$ cat config.mk
export PLATFORM = sky130hd
export DESIGN_NAME = draw_decode
export DESIGN_NICKNAME = d
export VERILOG_FILES = /design/src/design/draw_pkg.sv /design/src/design/draw_decode.sv
export SDC_FILE = /design/constraint.sdc
export NUM_CORES = 1
export LEC_CHECK = 0
export ABC_AREA = 0
export BUFFER_PORTS_ARGS = -buffer_cell sky130_fd_sc_hd__buf_4
export CAP_MARGIN = 20
export CORE_MARGIN = 4
export CORE_UTILIZATION = 50
export DETAILED_ROUTE_END_ITERATION = 7
export PLACE_DENSITY = 0.77
export RECOVER_POWER = 50
export REMOVE_ABC_BUFFERS = 1
export SYNTH_ARGS = -nofsm -noshare
export SYNTH_HDL_FRONTEND = slang
export SYNTH_SLANG_ARGS = --single-unit
$ cat constraint.sdc
create_clock -name clk -period 3.3 [get_ports clk]
set_input_delay 0.165 -clock clk [delete_from_list [all_inputs] [get_ports clk]]
set_output_delay 0.165 -clock clk [all_outputs]
set_load 0.005 [all_outputs]
$ cat src/design/draw_pkg.sv
// drawing command fields and 80x60 frame-buffer geometry.
// each cell covers 8x8 screen pixels.
`default_nettype none

package draw_pkg;

    // command opcodes
    typedef enum logic [1:0] {
        op_plot,
        op_hline,
        op_vline,
        op_clear
    } draw_op_e;

    // command field widths
    localparam int cell_x_w = 7;
    localparam int cell_y_w = 6;
    // line length in cells, 0 is taken as 1
    localparam int len_w    = 7;
    localparam int colour_w = 3;

    // frame-buffer geometry
    localparam int fb_cols    = 80;
    localparam int fb_rows    = 60;
    localparam int fb_cells   = 4800;
    localparam int addr_w     = 13;
    localparam int cell_shift = 3;

    // white after reset
    localparam logic [colour_w-1:0] reset_colour = 3'b111;

    localparam int fifo_depth = 8;

endpackage

`default_nettype wire

$ cat src/design/draw_decode.sv
// turns the queue head into one run of cell writes.
// out-of-range commands other than clear are dropped silently.
`default_nettype none

module draw_decode
    import draw_pkg::*;
(
    input  logic                clk,
    input  logic                arst_n,
    input  logic                q_empty,
    input  logic                run_ready,
    input  draw_op_e            q_op,
    input  logic [cell_x_w-1:0] q_x,
    input  logic [cell_y_w-1:0] q_y,
    input  logic [len_w-1:0]    q_len,
    input  logic [colour_w-1:0] q_colour,
    output logic                pop,
    output logic                run_start,
    output logic [addr_w-1:0]   run_addr,
    output logic [addr_w-1:0]   run_count,
    output logic [addr_w-1:0]   run_stride,
    output logic [colour_w-1:0] run_colour
);

    logic                in_range;
    logic [addr_w-1:0]   len_eff;
    logic [addr_w-1:0]   row_room;
    logic [addr_w-1:0]   col_room;
    logic [addr_w-1:0]   next_addr;
    logic [addr_w-1:0]   next_count;
    logic [addr_w-1:0]   next_stride;

    // hold off while a strobe is still on its way to execute
    assign pop = !q_empty && run_ready && !run_start;

    assign in_range = (q_op == op_clear)
                   || ((q_x < cell_x_w'(fb_cols)) && (q_y < cell_y_w'(fb_rows)));

    // zero length means a single cell
    assign len_eff  = (q_len == '0) ? addr_w'(1) : addr_w'(q_len);
    // cells left to the row end and column end
    assign row_room = addr_w'(fb_cols) - addr_w'(q_x);
    assign col_room = addr_w'(fb_rows) - addr_w'(q_y);

    always_comb begin
        // row-major start cell
        next_addr   = addr_w'(q_y) * addr_w'(fb_cols) + addr_w'(q_x);
        next_count  = addr_w'(1);
        next_stride = addr_w'(1);
        unique case (q_op)
            op_plot: begin
                next_count = addr_w'(1);
            end
            op_hline: begin
                next_count = (len_eff > row_room) ? row_room : len_eff;
            end
            op_vline: begin
                next_count  = (len_eff > col_room) ? col_room : len_eff;
                next_stride = addr_w'(fb_cols);
            end
            op_clear: begin
                next_addr  = '0;
                next_count = addr_w'(fb_cells);
            end
        endcase
    end

    // strobe lasts one cycle, only for a good command
    always_ff @(posedge clk or negedge arst_n) begin
        if (!arst_n) begin
            run_start <= 1'b0;
        end else begin
            run_start <= pop && in_range;
        end
    end

    always_ff @(posedge clk) begin
        if (pop) begin
            run_addr   <= next_addr;
            run_count  <= next_count;
            run_stride <= next_stride;
            run_colour <= q_colour;
        end
    end

endmodule

`default_nettype wire

Word-level counts from Yosys, hierarchy flattened --
Index checks and enable logic that the tools add are counted.
Word-level totals: bits in registers 43, input bits 29, output and inout port bits 44, word-level logic and storage cells 30
Operators by class: add/sub/neg operators 3, multipliers 1, magnitude comparators 4, equal/unequal tests 3, multiplexer cells 5, reductions and logical operators 9
Operators with widths (count):
- $pmux W13 S4 | 1
- $gt A7 B13 Y1 | 2
- $mux W13 | 2
- $mux W7 | 2
- $add A13 B7 Y13 | 1
- $mul A6 B3 Y9 const B | 1
- $sub A7 B7 Y8 const A | 1
- $logic_not A7 Y1 | 1
- $lt A7 B7 Y1 const B | 1
- $sub A6 B6 Y7 const A | 1
- $lt A6 B6 Y1 const B | 1
- $eq A2 B2 Y1 const B | 2
- $logic_and A1 B1 Y1 | 4
- $eq A2 B1 Y1 const B | 1
- $logic_not A1 Y1 | 2
- $logic_not A2 Y1 | 1
- $logic_or A1 B1 Y1 | 1

Depth between registers and ports, before layout --
Gate-level depths: netlist (run 1).
depth after elaboration 5, gate-level depth with buffers 12, gate-level depth less buffers 12

Worst setup path after synthesis (run 1) --
Ideal clock, no wire load.
path kind flip-flop to flip-flop, from register run_start, to register run_addr[0] (enable), setup time 458 ps, arrival time 2553 ps, required time 2842 ps, path slack 289 ps, stages on the path, launching flop included 2, path buffers 0, period minus slack after synthesis 3011 ps, cell sequence dfrtp_1 -> nor3b_1
On the way: longest elaborated chain between the ends 2
Ends and longest elaborated chain:
- start, declared | line draw_decode.sv:18 | output logic run_start,
- start signal, assigned | line draw_decode.sv:73 | run_start <= pop && in_range;
- $logic_not A1 Y1 | line draw_decode.sv:34 | assign pop = !q_empty && run_ready && !run_start;
- $logic_and A1 B1 Y1 | line draw_decode.sv:34
- via pop | line draw_decode.sv:17 | output logic pop,
- end signal, assigned | line draw_decode.sv:79 | run_addr <= next_addr;
- end, declared | line draw_decode.sv:19 | output logic [addr_w-1:0] run_addr,
The timed path passes the listed nets, and every way through them passes these cells. A chain may end at the register's enable or synchronous reset.

Worst setup path in the final report (run 1) --
from input port q_x[2], to register run_count[4], data pin
On the way: longest elaborated chain between the ends 4
Ends and longest elaborated chain:
- start, declared | line draw_decode.sv:13 | input logic [cell_x_w-1:0] q_x,
- $sub A7 B7 Y8 (*) | line draw_decode.sv:42 | assign row_room = addr_w'(fb_cols) - addr_w'(q_x);
- $gt A7 B13 Y1 | line draw_decode.sv:55 | next_count = (len_eff > row_room) ? row_room : len_eff;
- $mux W13 (*) | line draw_decode.sv:55
- $pmux W13 S4 (*) | line draw_decode.sv:50 | unique case (q_op)
- via next_count[4] | line draw_decode.sv:30 | logic [addr_w-1:0] next_count;
- end signal, assigned | line draw_decode.sv:80 | run_count <= next_count;
- end, declared | line draw_decode.sv:20 | output logic [addr_w-1:0] run_count,
Mark *: on every way through the listed nets, which the timed path passes. The rest lies on a longest branch.

==> summary.txt, run 1 <==
Setup violations, final: 0
setup TNS: 0 ps
max-capacitance violation count: 0
Residual DRC: 0
Worst Reg-to-Reg Cells: 2
initial antenna violation count: 0
WP data required: 3330 ps
#FFs+latches synth: 28
worst hold slack: 86.11 ps
Max Fanout on Critical Path: 8
Worst R2R Start: run_start
crit share post-route: 0.7497
Psw: 0.2874 mW
core area: 0.004414 mm²
Worst Hold Class: input port to flop
slew at the pin closest to its max-slew limit: 526.5 ps
clk buf depth: 2
area grow syn2layout: 21.25%
clock-pin slew of the registers on the worst-case setup and hold paths: 90 ps
io pins: 73
Syn Inst Count: 218
post-route ant nets: 0
register-to-register setup slack: 2050 ps
Internal Power: 0.6931 mW
layout cells sized above 1: 0.2717
Mapped Avg Cell Area: 10.53 µm²
port bufs: 62
combinational cell fraction of total power: 0.352
vias in the first global route: 1643
cell taking the most area after synthesis: edfxtp_1
Worst R2R End: run_count[1]
WL per Instance: 14.45 µm
htree depth: 1
global route overflow: 0
Synth Area in Compound Gates: 0.1417
DIE AREA: 0.005740 mm²
DRT iter0 DRCs: 85
post-synth top area share: 0.3531
Synth Flop Type: edfxtp_1
largest net degree at the start of global routing: 30
LEAKAGE: 1.261 nW
CTS Sinks: 28
Hold Path Depth: 1
overall routing resource usage: 0.1739
endpoint type of the worst setup path: flop
post-synthesis mux area share: 0.05014
Seq pwr share: 0.435
xor-xnor portion of the synthesized cell area: 0.08665
Layout Nets: 332
Pre-antenna DRT Iters: 4
Setup crit start kind: input port
clock skew: 2.441 ps
largest family of logic cells by synthesized area: adder cells
crit path time final: 2474 ps
EDFF count, synth: 27
Final Hold Vio Count: 0
Initial Utilization: 0.5201
Via density: 5.302
Rows: 24
Power Density: 352.2 mW/mm²
Yosys cell types: 50
Slew Viols, Final: 0
synthesized-area fraction occupied by adder cells: 0.1629
end point of the worst hold path: run_colour[2]
post-DP HPWL: 3954 µm
chip width: 75.77 µm
ant diodes: 0
critical path arrival: 2510 ps
Hold Crit Start: q_colour[2]
sw frac: 0.2931
Root Driver: clkbuf_8
clock share of power: 0.213
Worst VDD drop: 181.5 µV
drt total wl: 4738 µm
GP Congestion: 0.9037
first-pass GRT wire length: 7810 µm
outcome: complete, no violations
ys async rst share: 0.03571
simple logic cell fraction of the synthesized area: 0.09973
sequential area share after synthesis: 0.3640
die height: 75.77 µm
unrepaired setup endpoints after global routing: no
Syn Std Cell Area: 0.002296 mm²
CTS Buf Count: 3
via count: 1739
Yosys warning count: 0
Skew-Pair Late Insertion Delay: 270 ps
Synth area leaders: edfxtp_1 (35%), ha_1 (13%), xnor2_1 (5.3%)
fmax: 404.2 MHz
CTS tree: yes
critical path class: input port to flop
Slew HR: 0.6469
==> worst max-delay path, stage by stage <==
cell	delay (ps)
buf_4	130
o41ai_1	500
xnor2_1	210
ha_1	310
a211o_1	300
a41oi_1	200
o21ai_2	100
o2111ai_4	200
mux2i_1	130
a22o_1	250
==> layout make-up <==
cell class | instances | area [µm²]
Clock buffer | 4 | 55.05
Inverter | 22 | 82.58
Tap cell | 52 | 65.06
Fill cell | 374 | 1630
Sequential cell | 28 | 835.8
Multi-Input combinational cell | 158 | 1289
Timing Repair Buffer | 64 | 456.7
==> cell families after synthesis <==
kind of cell,after synthesis
compound gates,42
xor+xnor,21
fa+ha+maj,29
buf+inv,42
flops,28
mux,11
other cells,1
simple gates,44
==> metrics by stage <==
stage,std cells,power (mW),area (µm²),setup WS [ps],util
3_3_place_gp,323,0.7779,2745,625.3,0.6219
4_1_cts,328,0.9933,2810,834.8,0.6366
3_5_place_dp,323,0.7839,2745,545.0,0.6219
6_report,328,0.9805,2784,826.0,0.6307
2_1_floorplan,208,0.6610,2202,289.4,-
5_1_grt,328,1.040,2784,677.4,0.6307
==> metal layers <==
| metal | wire length [µm] | track usage | part of all wire | up-vias |
|---|---|---|---|---|
| li1 | - | - | - | 868 |
| met1 | 2150 | 0.2488 | 0.45 | 797 |
| met2 | 2190 | 0.2842 | 0.46 | 68 |
| met3 | 351 | 0.01319 | 0.074 | 6 |
| met4 | 46 | 0.04466 | 0.0097 | 0 |
| met5 | 0 | 0 | 0 | - |
==> synth_stat cells, types with 2 or more instances <==
cell type  count
a211oi_1       3
and2_1         2
nand2_1        8
nor3b_1        3
o21ai_2        2
ha_1          24
nor2_1        13
xnor2_1       14
xor2_2         2
nor3_1         2
xor2_1         5
o22ai_1        2
maj3_2         3
nor2b_1        4
nand4_1        2
a21oi_1        8
inv_1         22
a21o_1         5
edfxtp_1      27
fa_1           2
a22o_1         2
o21ai_0        5
mux2i_1       10
nand3_1        3
clkbuf_1       5
o2bb2ai_1      2
buf_4         15
==> power groups by stage <==
| stage | clock network (mW) | registers [mW] | logic [mW] |
|---|---|---|---|
| floorplan | 0 | 0.439 | 0.222 |
| global placement | 0 | 0.434 | 0.344 |
| detailed placement | 0 | 0.435 | 0.349 |
| CTS | 0.214 | 0.427 | 0.352 |
| global route | 0.225 | 0.429 | 0.387 |
| finish | 0.209 | 0.426 | 0.346 |
==> timing repair <==
item	4_1_cts	5_1_grt
setup buffers	0	0
hold buffers	1	0
setup endpoints to repair	0	0
endpoints found under the hold margin	1	0
resized for setup	0	0
==> flip-flops by register name, summed over array words and instances, names as in the netlist <==
signal	count
run_addr	13
run_colour	3
run_count	9
run_start	1
run_stride	2
==> layout by cell type (no fill, tap or decap), types with 2 or more instances in the layout <==
master,synthesis,layout
a211oi_1,3,3
a21o_1,5,5
a21oi_1,8,8
a22o_1,2,2
and2_1,2,2
buf_4,15,26
clkbuf_1,5,7
clkbuf_4,0,30
clkbuf_8,0,4
conb_1,1,11
edfxtp_1,27,27
fa_1,2,2
ha_1,24,24
inv_1,22,22
maj3_2,3,3
mux2i_1,10,10
nand2_1,8,8
nand3_1,3,3
nand4_1,2,2
nor2_1,13,13
nor2b_1,4,4
nor3_1,2,2
nor3b_1,3,2
o21ai_0,5,5
o21ai_2,2,2
o22ai_1,2,2
o2bb2ai_1,2,2
xnor2_1,14,14
xor2_1,5,5
xor2_2,2,2
==> worst max-delay path by stage <==
stage                    from           end  depth (start not counted)
finish                 q_x[2]  run_count[4]                         10
global route           q_x[2]  run_count[2]                         10
detailed placement     q_x[2]  run_count[4]                         10
CTS                    q_x[2]  run_count[4]                         10
floorplan           run_start   run_addr[0]                          1
global placement       q_x[1]  run_count[5]                         10
Power figures use the tool's default switching activity.
==> inputs of run 2 (changes only) <==
--- a/config.mk
+++ b/config.mk
@@ -5,13 +5,13 @@
 export SDC_FILE = /design/constraint.sdc
 export NUM_CORES = 1
 export LEC_CHECK = 0
-export ABC_AREA = 0
+export ABC_AREA = 1
 export BUFFER_PORTS_ARGS = -buffer_cell sky130_fd_sc_hd__buf_4
 export CAP_MARGIN = 20
 export CORE_MARGIN = 4
-export CORE_UTILIZATION = 50
+export CORE_UTILIZATION = 47
 export DETAILED_ROUTE_END_ITERATION = 7
-export PLACE_DENSITY = 0.77
+export PLACE_DENSITY = 0.75
 export RECOVER_POWER = 50
 export REMOVE_ABC_BUFFERS = 1
 export SYNTH_ARGS = -nofsm -noshare
==> constraint.sdc (replaced) <==
create_clock -name clk -period 2.25 [get_ports clk]
set_input_delay 0.1125 -clock clk [delete_from_list [all_inputs] [get_ports clk]]
set_output_delay 0.1125 -clock clk [all_outputs]
set_load 0.005 [all_outputs]
==> summary.txt, run 2 <==
WP data required: 2270 ps (was 3330 ps)
Seq pwr share: 0.421 (was 0.435)
ant diodes: 0 (unchanged)
most frequent cells in the layout: nand2_1 (61), inv_1 (45), clkbuf_4 (34) (was clkbuf_4 (30), edfxtp_1 (27), buf_4 (26))
CTS tree: yes (unchanged)
Synth Flop Type: edfxtp_1 (unchanged)
Yosys cell types: 33 (was 50)
clock-pin slew of the registers on the worst-case setup and hold paths: 90 ps (about the same)
worst hold slack: 39.53 ps (was 86.11 ps)
drt total wl: 5224 µm (was 4738 µm)
post-DP HPWL: 4463 µm (was 3954 µm)
CP delay by family, top: simple AND/OR/NAND/NOR gates (was compound AO/OA/AOI/OAI gates)
sw frac: 0.2898 (was 0.2931)
via count: 2105 (was 1739)
max-capacitance violation count: 0 (unchanged)
crit path time final: 1973 ps
Slew HR: 0.6044 (was 0.6469)
biggest regs: run_addr x13, run_count x9, run_colour x3 (unchanged)
vias in the first global route: 1969 (was 1643)
synth cell count leaders: nand2_1 (61), inv_1 (45), nor2_1 (28) (was edfxtp_1 (27), ha_1 (24), inv_1 (22))
Psw: 0.4286 mW (was 0.2874 mW)
chip width: 79.35 µm (was 75.77 µm)
Residual DRC: 0 (unchanged)
placed insts: 423 (was 323)
post-synth top area share: 0.3389 (was 0.3531)
unrepaired setup endpoints after global routing: no (unchanged)
Via density: 4.918 (was 5.302)
htree depth: 1 (unchanged)
core area: 0.004817 mm² (was 0.004414 mm²)
Tot Pwr: 1.479 mW (was 0.9805 mW)
combinational cell fraction of total power: 0.324 (was 0.352)
LEAKAGE: 1.470 nW (was 1.261 nW)
sequential area share after synthesis: 0.3494 (was 0.3640)
Syn Inst Count: 299 (was 218)
setup TNS: 0 ps (unchanged)
CTS Sinks: 28 (unchanged)
initial antenna violation count: 0 (unchanged)
layout cells sized above 1: 0.2410 (was 0.2717)
critical path arrival: 2000 ps (was 2510 ps)
worst stage delay on the critical path: 270 ps (was 500 ps)
Initial Utilization: 0.4966 (was 0.5201)
Power Density: 500.3 mW/mm² (was 352.2 mW/mm²)
Worst VDD drop: 376.8 µV (was 181.5 µV)
Yosys warning count: 0 (unchanged)
Fillers: 478 (was 374)
final cell count without fillers: 428 (was 328)
largest net degree at the start of global routing: 30 (unchanged)
PostCTS Resize Cnt: 0 (unchanged)
Cell Area, Placed: 0.002887 mm² (was 0.002745 mm²)
Synth area leaders: edfxtp_1 (34%), ha_1 (13%), nand2_1 (9.6%) (was edfxtp_1 (35%), ha_1 (13%), xnor2_1 (5.3%))
Mapped Avg Cell Area: 8.001 µm² (was 10.53 µm²)
clock skew: 1.662 ps (was 2.441 ps)
max reg flops: 13 (unchanged)
slew at the pin closest to its max-slew limit: 591.2 ps (was 526.5 ps)
outcome: complete, no violations (unchanged)
#FFs+latches synth: 28 (unchanged)
Rows: 25 (was 24)
cell area after layout: 0.002957 mm² (was 0.002784 mm²)
CP max-delay cell: ha_1 (was o41ai_1)
Largest Register: run_addr (unchanged)
most common cell in the netlist: nand2_1 (was edfxtp_1)
first-pass GRT wire length: 8749 µm (was 7810 µm)
Layout Nets: 417 (was 332)
ys async rst share: 0.03571 (unchanged)
Final Hold Vio Count: 0 (unchanged)
io pins: 73 (unchanged)
global route overflow: 0 (unchanged)
Syn Std Cell Area: 0.002392 mm² (was 0.002296 mm²)
post-route ant nets: 0 (unchanged)
GP Congestion: 0.9133 (was 0.9037)
DIE AREA: 0.006296 mm² (was 0.005740 mm²)
Pre-antenna DRT Iters: 4 (unchanged)
Setup crit start kind: input port (unchanged)
overall routing resource usage: 0.1723 (was 0.1739)
cell chain of the critical path: buf_4 > inv_1 > ha_1 > nand3_1 > a21oi_1 > xor2_1 > ha_1 > nand2_1 > nor2_1 > a31oi_4 > nand2_4 > nor2_1 > o21ai_2 (was buf_4 > o41ai_1 > xnor2_1 > ha_1 > a211o_1 > a41oi_1 > o21ai_2 > o2111ai_4 > mux2i_1 > a22o_1)
WL per Instance: 12.21 µm (was 14.45 µm)
cell taking the most area after synthesis: edfxtp_1 (unchanged)
clk buf depth: 2 (unchanged)
clock share of power: 0.255 (was 0.213)
most common cell after layout, fill and taps aside: nand2_1 (was clkbuf_4)
critical path class: input port to flop (unchanged)
CP bufs+invs: 2 (was 1)
die height: 79.35 µm (was 75.77 µm)
endpoint type of the worst setup path: flop (unchanged)
Root Driver: clkbuf_8 (unchanged)
Skew-Pair Late Insertion Delay: 260 ps (was 270 ps)
Internal Power: 1.050 mW (was 0.6931 mW)
Max Fanout on Critical Path: 10 (was 8)
Setup violations, final: 0 (unchanged)
crit share post-route: 0.8771
Worst Hold Class: input port to flop (unchanged)
DRT iter0 DRCs: 157 (was 85)
Slew Viols, Final: 0 (unchanged)
area grow syn2layout: 23.59% (was 21.25%)
CTS Buf Count: 3 (unchanged)
EDFF count, synth: 27 (unchanged)
fmax: 506.7 MHz
port bufs: 62 (unchanged)
run 2: cells by family (layout without fill, tap and decap cells):
kind of cell,count (synthesis),count (layout),synth area share
xor gates and xnor gates,7,7,0.02563
other,1,11,0.001568
AOI/OAI and AO/OA,34,34,0.08839
adders and majority gates,26,26,0.1423
DFF,28,28,0.3494
buffers and inverters,66,118,0.1271
and+or+nand+nor,137,137,0.2657
run 2: power groups by stage:
stage | Clock [mW] | Combinational [mW] | Sequential [mW]
after CTS | 0.387 | 0.486 | 0.625
after global placement | 0 | 0.465 | 0.635
after detailed placement | 0 | 0.482 | 0.637
after global routing | 0.400 | 0.548 | 0.628
after floorplan | 0 | 0.294 | 0.642
final | 0.377 | 0.479 | 0.623
run 2: metal layers:
layer | vias to the layer above | track usage | share of wire
li1 | 1082 | - | -
met1 | 932 | 0.2278 | 0.45
met2 | 87 | 0.3072 | 0.48
met3 | 4 | 0.006803 | 0.065
met4 | 0 | 0.04639 | 0.0084
met5 | - | 0 | 0
run 2: final cells by class:
type,count,area [µm²],area share
clock buffer,3,41.29,0.01397
clock inverter,1,30.03,0.01016
inverter,47,176.4,0.05967
multi-input combinational,215,1295,0.4380
sequential,28,835.8,0.2827
tap,67,83.83,0.02835
timing repair buffer,67,494.2,0.1672
run 2: path summary, 6_finish.rpt:
path                        startpoint            end  slack, ps  cells after the start
setup / recovery                q_x[1]   run_count[1]        280                     13
hold / removal             q_colour[1]  run_colour[1]         40                      1
setup reg to reg             run_start      run_start        990                      3
hold reg to reg              run_start  run_colour[2]        850                      2
max in group asynchronous       arst_n      run_start       1990                      2
min in group asynchronous       arst_n      run_start        170                      2
run 2: repair_timing:
action	4_1_cts	5_1_grt
endpoints found under the hold margin	1	0
hold buffers	1	0
buffers inserted	0	0
run 2: metrics by stage:
step | util | setup slack, ps
floorplan | - | -760.6
global placement | 0.5992 | 66.02
detailed placement | 0.5992 | -13.90
CTS | 0.6161 | 279.5
global route | 0.6138 | 62.04
finish | 0.6138 | 276.5
==> inputs of run 3 (changes only) <==
--- a/config.mk
+++ b/config.mk
@@ -6,12 +6,12 @@
 export NUM_CORES = 1
 export LEC_CHECK = 0
 export ABC_AREA = 1
-export BUFFER_PORTS_ARGS = -buffer_cell sky130_fd_sc_hd__buf_4
 export CAP_MARGIN = 20
 export CORE_MARGIN = 4
-export CORE_UTILIZATION = 47
+export CORE_UTILIZATION = 50
 export DETAILED_ROUTE_END_ITERATION = 7
-export PLACE_DENSITY = 0.75
+export DONT_BUFFER_PORTS = 1
+export PLACE_DENSITY = 0.66
 export RECOVER_POWER = 50
 export REMOVE_ABC_BUFFERS = 1
 export SYNTH_ARGS = -nofsm -noshare
==> summary.txt, run 3 (same netlist as run 2, synthesis figures left out) <==
Max Fanout on Critical Path: 10 (unchanged)
post-route ant nets: 0 (unchanged)
LEAKAGE: 1.179 nW (was 1.470 nW)
fmax: 524.7 MHz (was 506.7 MHz)
placed insts: 344 (was 423)
Rows: 24 (was 25)
drt total wl: 4895 µm (was 5224 µm)
cts hold-fix bufs: 4 (was 1)
post-DP HPWL: 4089 µm (was 4463 µm)
WL per Instance: 13.91 µm (was 12.21 µm)
global route overflow: 0 (unchanged)
setup TNS: 0 ps (unchanged)
Layout Nets: 356 (was 417)
worst hold slack: 47.81 ps (was 39.53 ps)
biggest regs: run_addr x13, run_count x9, run_colour x3 (unchanged)
clock-pin slew of the registers on the worst-case setup and hold paths: 80 ps (was 90 ps)
Worst R2R Start: run_start (unchanged)
htree depth: 1 (unchanged)
Setup Buffers After CTS: 0 (unchanged)
overall routing resource usage: 0.1681 (was 0.1723)
most common cell after layout, fill and taps aside: nand2_1 (unchanged)
final cell count without fillers: 352 (was 428)
die height: 77.17 µm (was 79.35 µm)
Root Driver: clkbuf_8 (unchanged)
most frequent cells in the layout: nand2_1 (61), inv_1 (45), nor2_1 (28) (was nand2_1 (61), inv_1 (45), clkbuf_4 (34))
Worst Reg-to-Reg Cells: 3 (unchanged)
DRT iter0 DRCs: 103 (was 157)
register-to-register setup slack: 850 ps (was 990 ps)
WP data required: 2270 ps (about the same)
core area: 0.004504 mm² (was 0.004817 mm²)
layout cells sized above 1: 0.08333 (was 0.2410)
chip width: 77.17 µm (was 79.35 µm)
CP Launch Point: q_x[0] (was q_x[1])
endpoint type of the worst setup path: flop (unchanged)
critical path arrival: 1930 ps (was 2000 ps)
Residual DRC: 0 (unchanged)
Skew-Pair Late Insertion Delay: 260 ps (about the same)
Setup violations, final: 0 (unchanged)
Power Density: 511.0 mW/mm² (was 500.3 mW/mm²)
Setup crit start kind: input port (unchanged)
unrepaired setup endpoints after global routing: no (unchanged)
CTS Sinks: 28 (unchanged)
Worst R2R End: run_start (unchanged)
ant diodes: 0 (unchanged)
Pre-antenna DRT Iters: 4 (unchanged)
largest net degree at the start of global routing: 29 (was 30)
outcome: complete, no violations (unchanged)
Worst VDD drop: 178.7 µV (was 376.8 µV)
DIE AREA: 0.005955 mm² (was 0.006296 mm²)
crit share post-route: 0.8470 (was 0.8771)
slew at the pin closest to its max-slew limit: 629.7 ps (was 591.2 ps)
port bufs: 0 (was 62)
cell chain of the critical path: inv_2 > ha_1 > nand3_1 > a21oi_1 > xor2_1 > ha_1 > nand2_1 > nor2_1 > a31oi_4 > nand2_4 > nor2_1 > o21ai_2 (was buf_4 > inv_1 > ha_1 > nand3_1 > a21oi_1 > xor2_1 > ha_1 > nand2_1 > nor2_1 > a31oi_4 > nand2_4 > nor2_1 > o21ai_2)
via count: 1814 (was 2105)
max reg flops: 13 (unchanged)
worst stage delay on the critical path: 270 ps (about the same)
Largest Register: run_addr (unchanged)
vias in the first global route: 1697 (was 1969)
CTS tree: yes (unchanged)
initial antenna violation count: 0 (unchanged)
Final Hold Vio Count: 0 (unchanged)
Slew HR: 0.5786 (was 0.6044)
clock skew: 1.476 ps (was 1.662 ps)
PostCTS Resize Cnt: 0 (unchanged)
area grow syn2layout: 3.347% (was 23.59%)
Setup WS post-layout: 344.3 ps (was 276.5 ps)
critical path class: input port to flop (unchanged)
Slew Viols, Final: 0 (unchanged)
Via density: 5.153 (was 4.918)
first-pass GRT wire length: 8190 µm (was 8749 µm)
GP Congestion: 0.9153 (was 0.9133)
CP max-delay cell: ha_1 (unchanged)
crit path time final: 1906 ps (was 1973 ps)
io pins: 73 (unchanged)
Worst Hold Class: input port to async pin (was input port to flop)
max-capacitance violation count: 0 (unchanged)
Initial Utilization: 0.5311 (was 0.4966)
CTS Buf Count: 3 (unchanged)
last element of the critical path: run_count[2] (was run_count[1])
pre-CTS WS: 70.86 ps (was -13.90 ps)
clk buf depth: 2 (unchanged)
## run 3: power breakdown
group | internal, mW | switching, mW | total (mW) | leakage, nW
logic | 0.136 | 0.236 | 0.372 | 0.890
clock network | 0.126 | 0.132 | 0.259 | 0.0228
registers | 0.616 | 0.0168 | 0.633 | 0.267
## run 3: worst min-delay path by stage
stage | cells past startpoint | endpoint | startpoint | slack, ps
6_report | 1 | run_start | arst_n | 50
5_1_grt | 1 | run_start | arst_n | 30
4_1_cts | 1 | run_start | arst_n | 40
3_5_place_dp | 0 | run_start | arst_n | -180
3_3_place_gp | 0 | run_start | arst_n | -180
2_1_floorplan | 0 | run_start | arst_n | -180
## run 3: layer usage
| metal | vias up | routed length, µm | global-route usage |
|---|---|---|---|
| li1 | 960 | - | - |
| met1 | 780 | 2442 | 0.2431 |
| met2 | 70 | 2029 | 0.2547 |
| met3 | 4 | 383 | 0.03279 |
| met4 | 0 | 40 | 0.04448 |
| met5 | - | 0 | 0 |
## run 3: per-stage QoR
stage	utilization	cell area, µm²	total power [mW]
6_report	0.5489	2472	1.263
5_1_grt	0.5489	2472	1.372
4_1_cts	0.5489	2472	1.268
3_5_place_dp	0.5300	2387	1.009
3_3_place_gp	0.5300	2387	1.002
2_1_floorplan	-	2302	0.9363
## run 3: area by class of cell
| type | instances | area, µm² |
|---|---|---|
| Timing Repair Buffer | 6 | 55.05 |
| Fill cell | 435 | 2032 |
| Multi-Input combinational cell | 215 | 1295 |
| Sequential cell | 28 | 835.8 |
| Clock buffer | 4 | 45.04 |
| Tap cell | 52 | 65.06 |
| Inverter | 47 | 176.4 |
## run 3: critical path: cells and delay by family
family                   cells  cell delay (ps)
AND/OR/NAND/NOR              5              540
AO/OA/AOI/OAI                3              510
adder cells (fa/ha/maj)      2              470
XOR/XNOR                     1              210
buffers and inverters        1               80
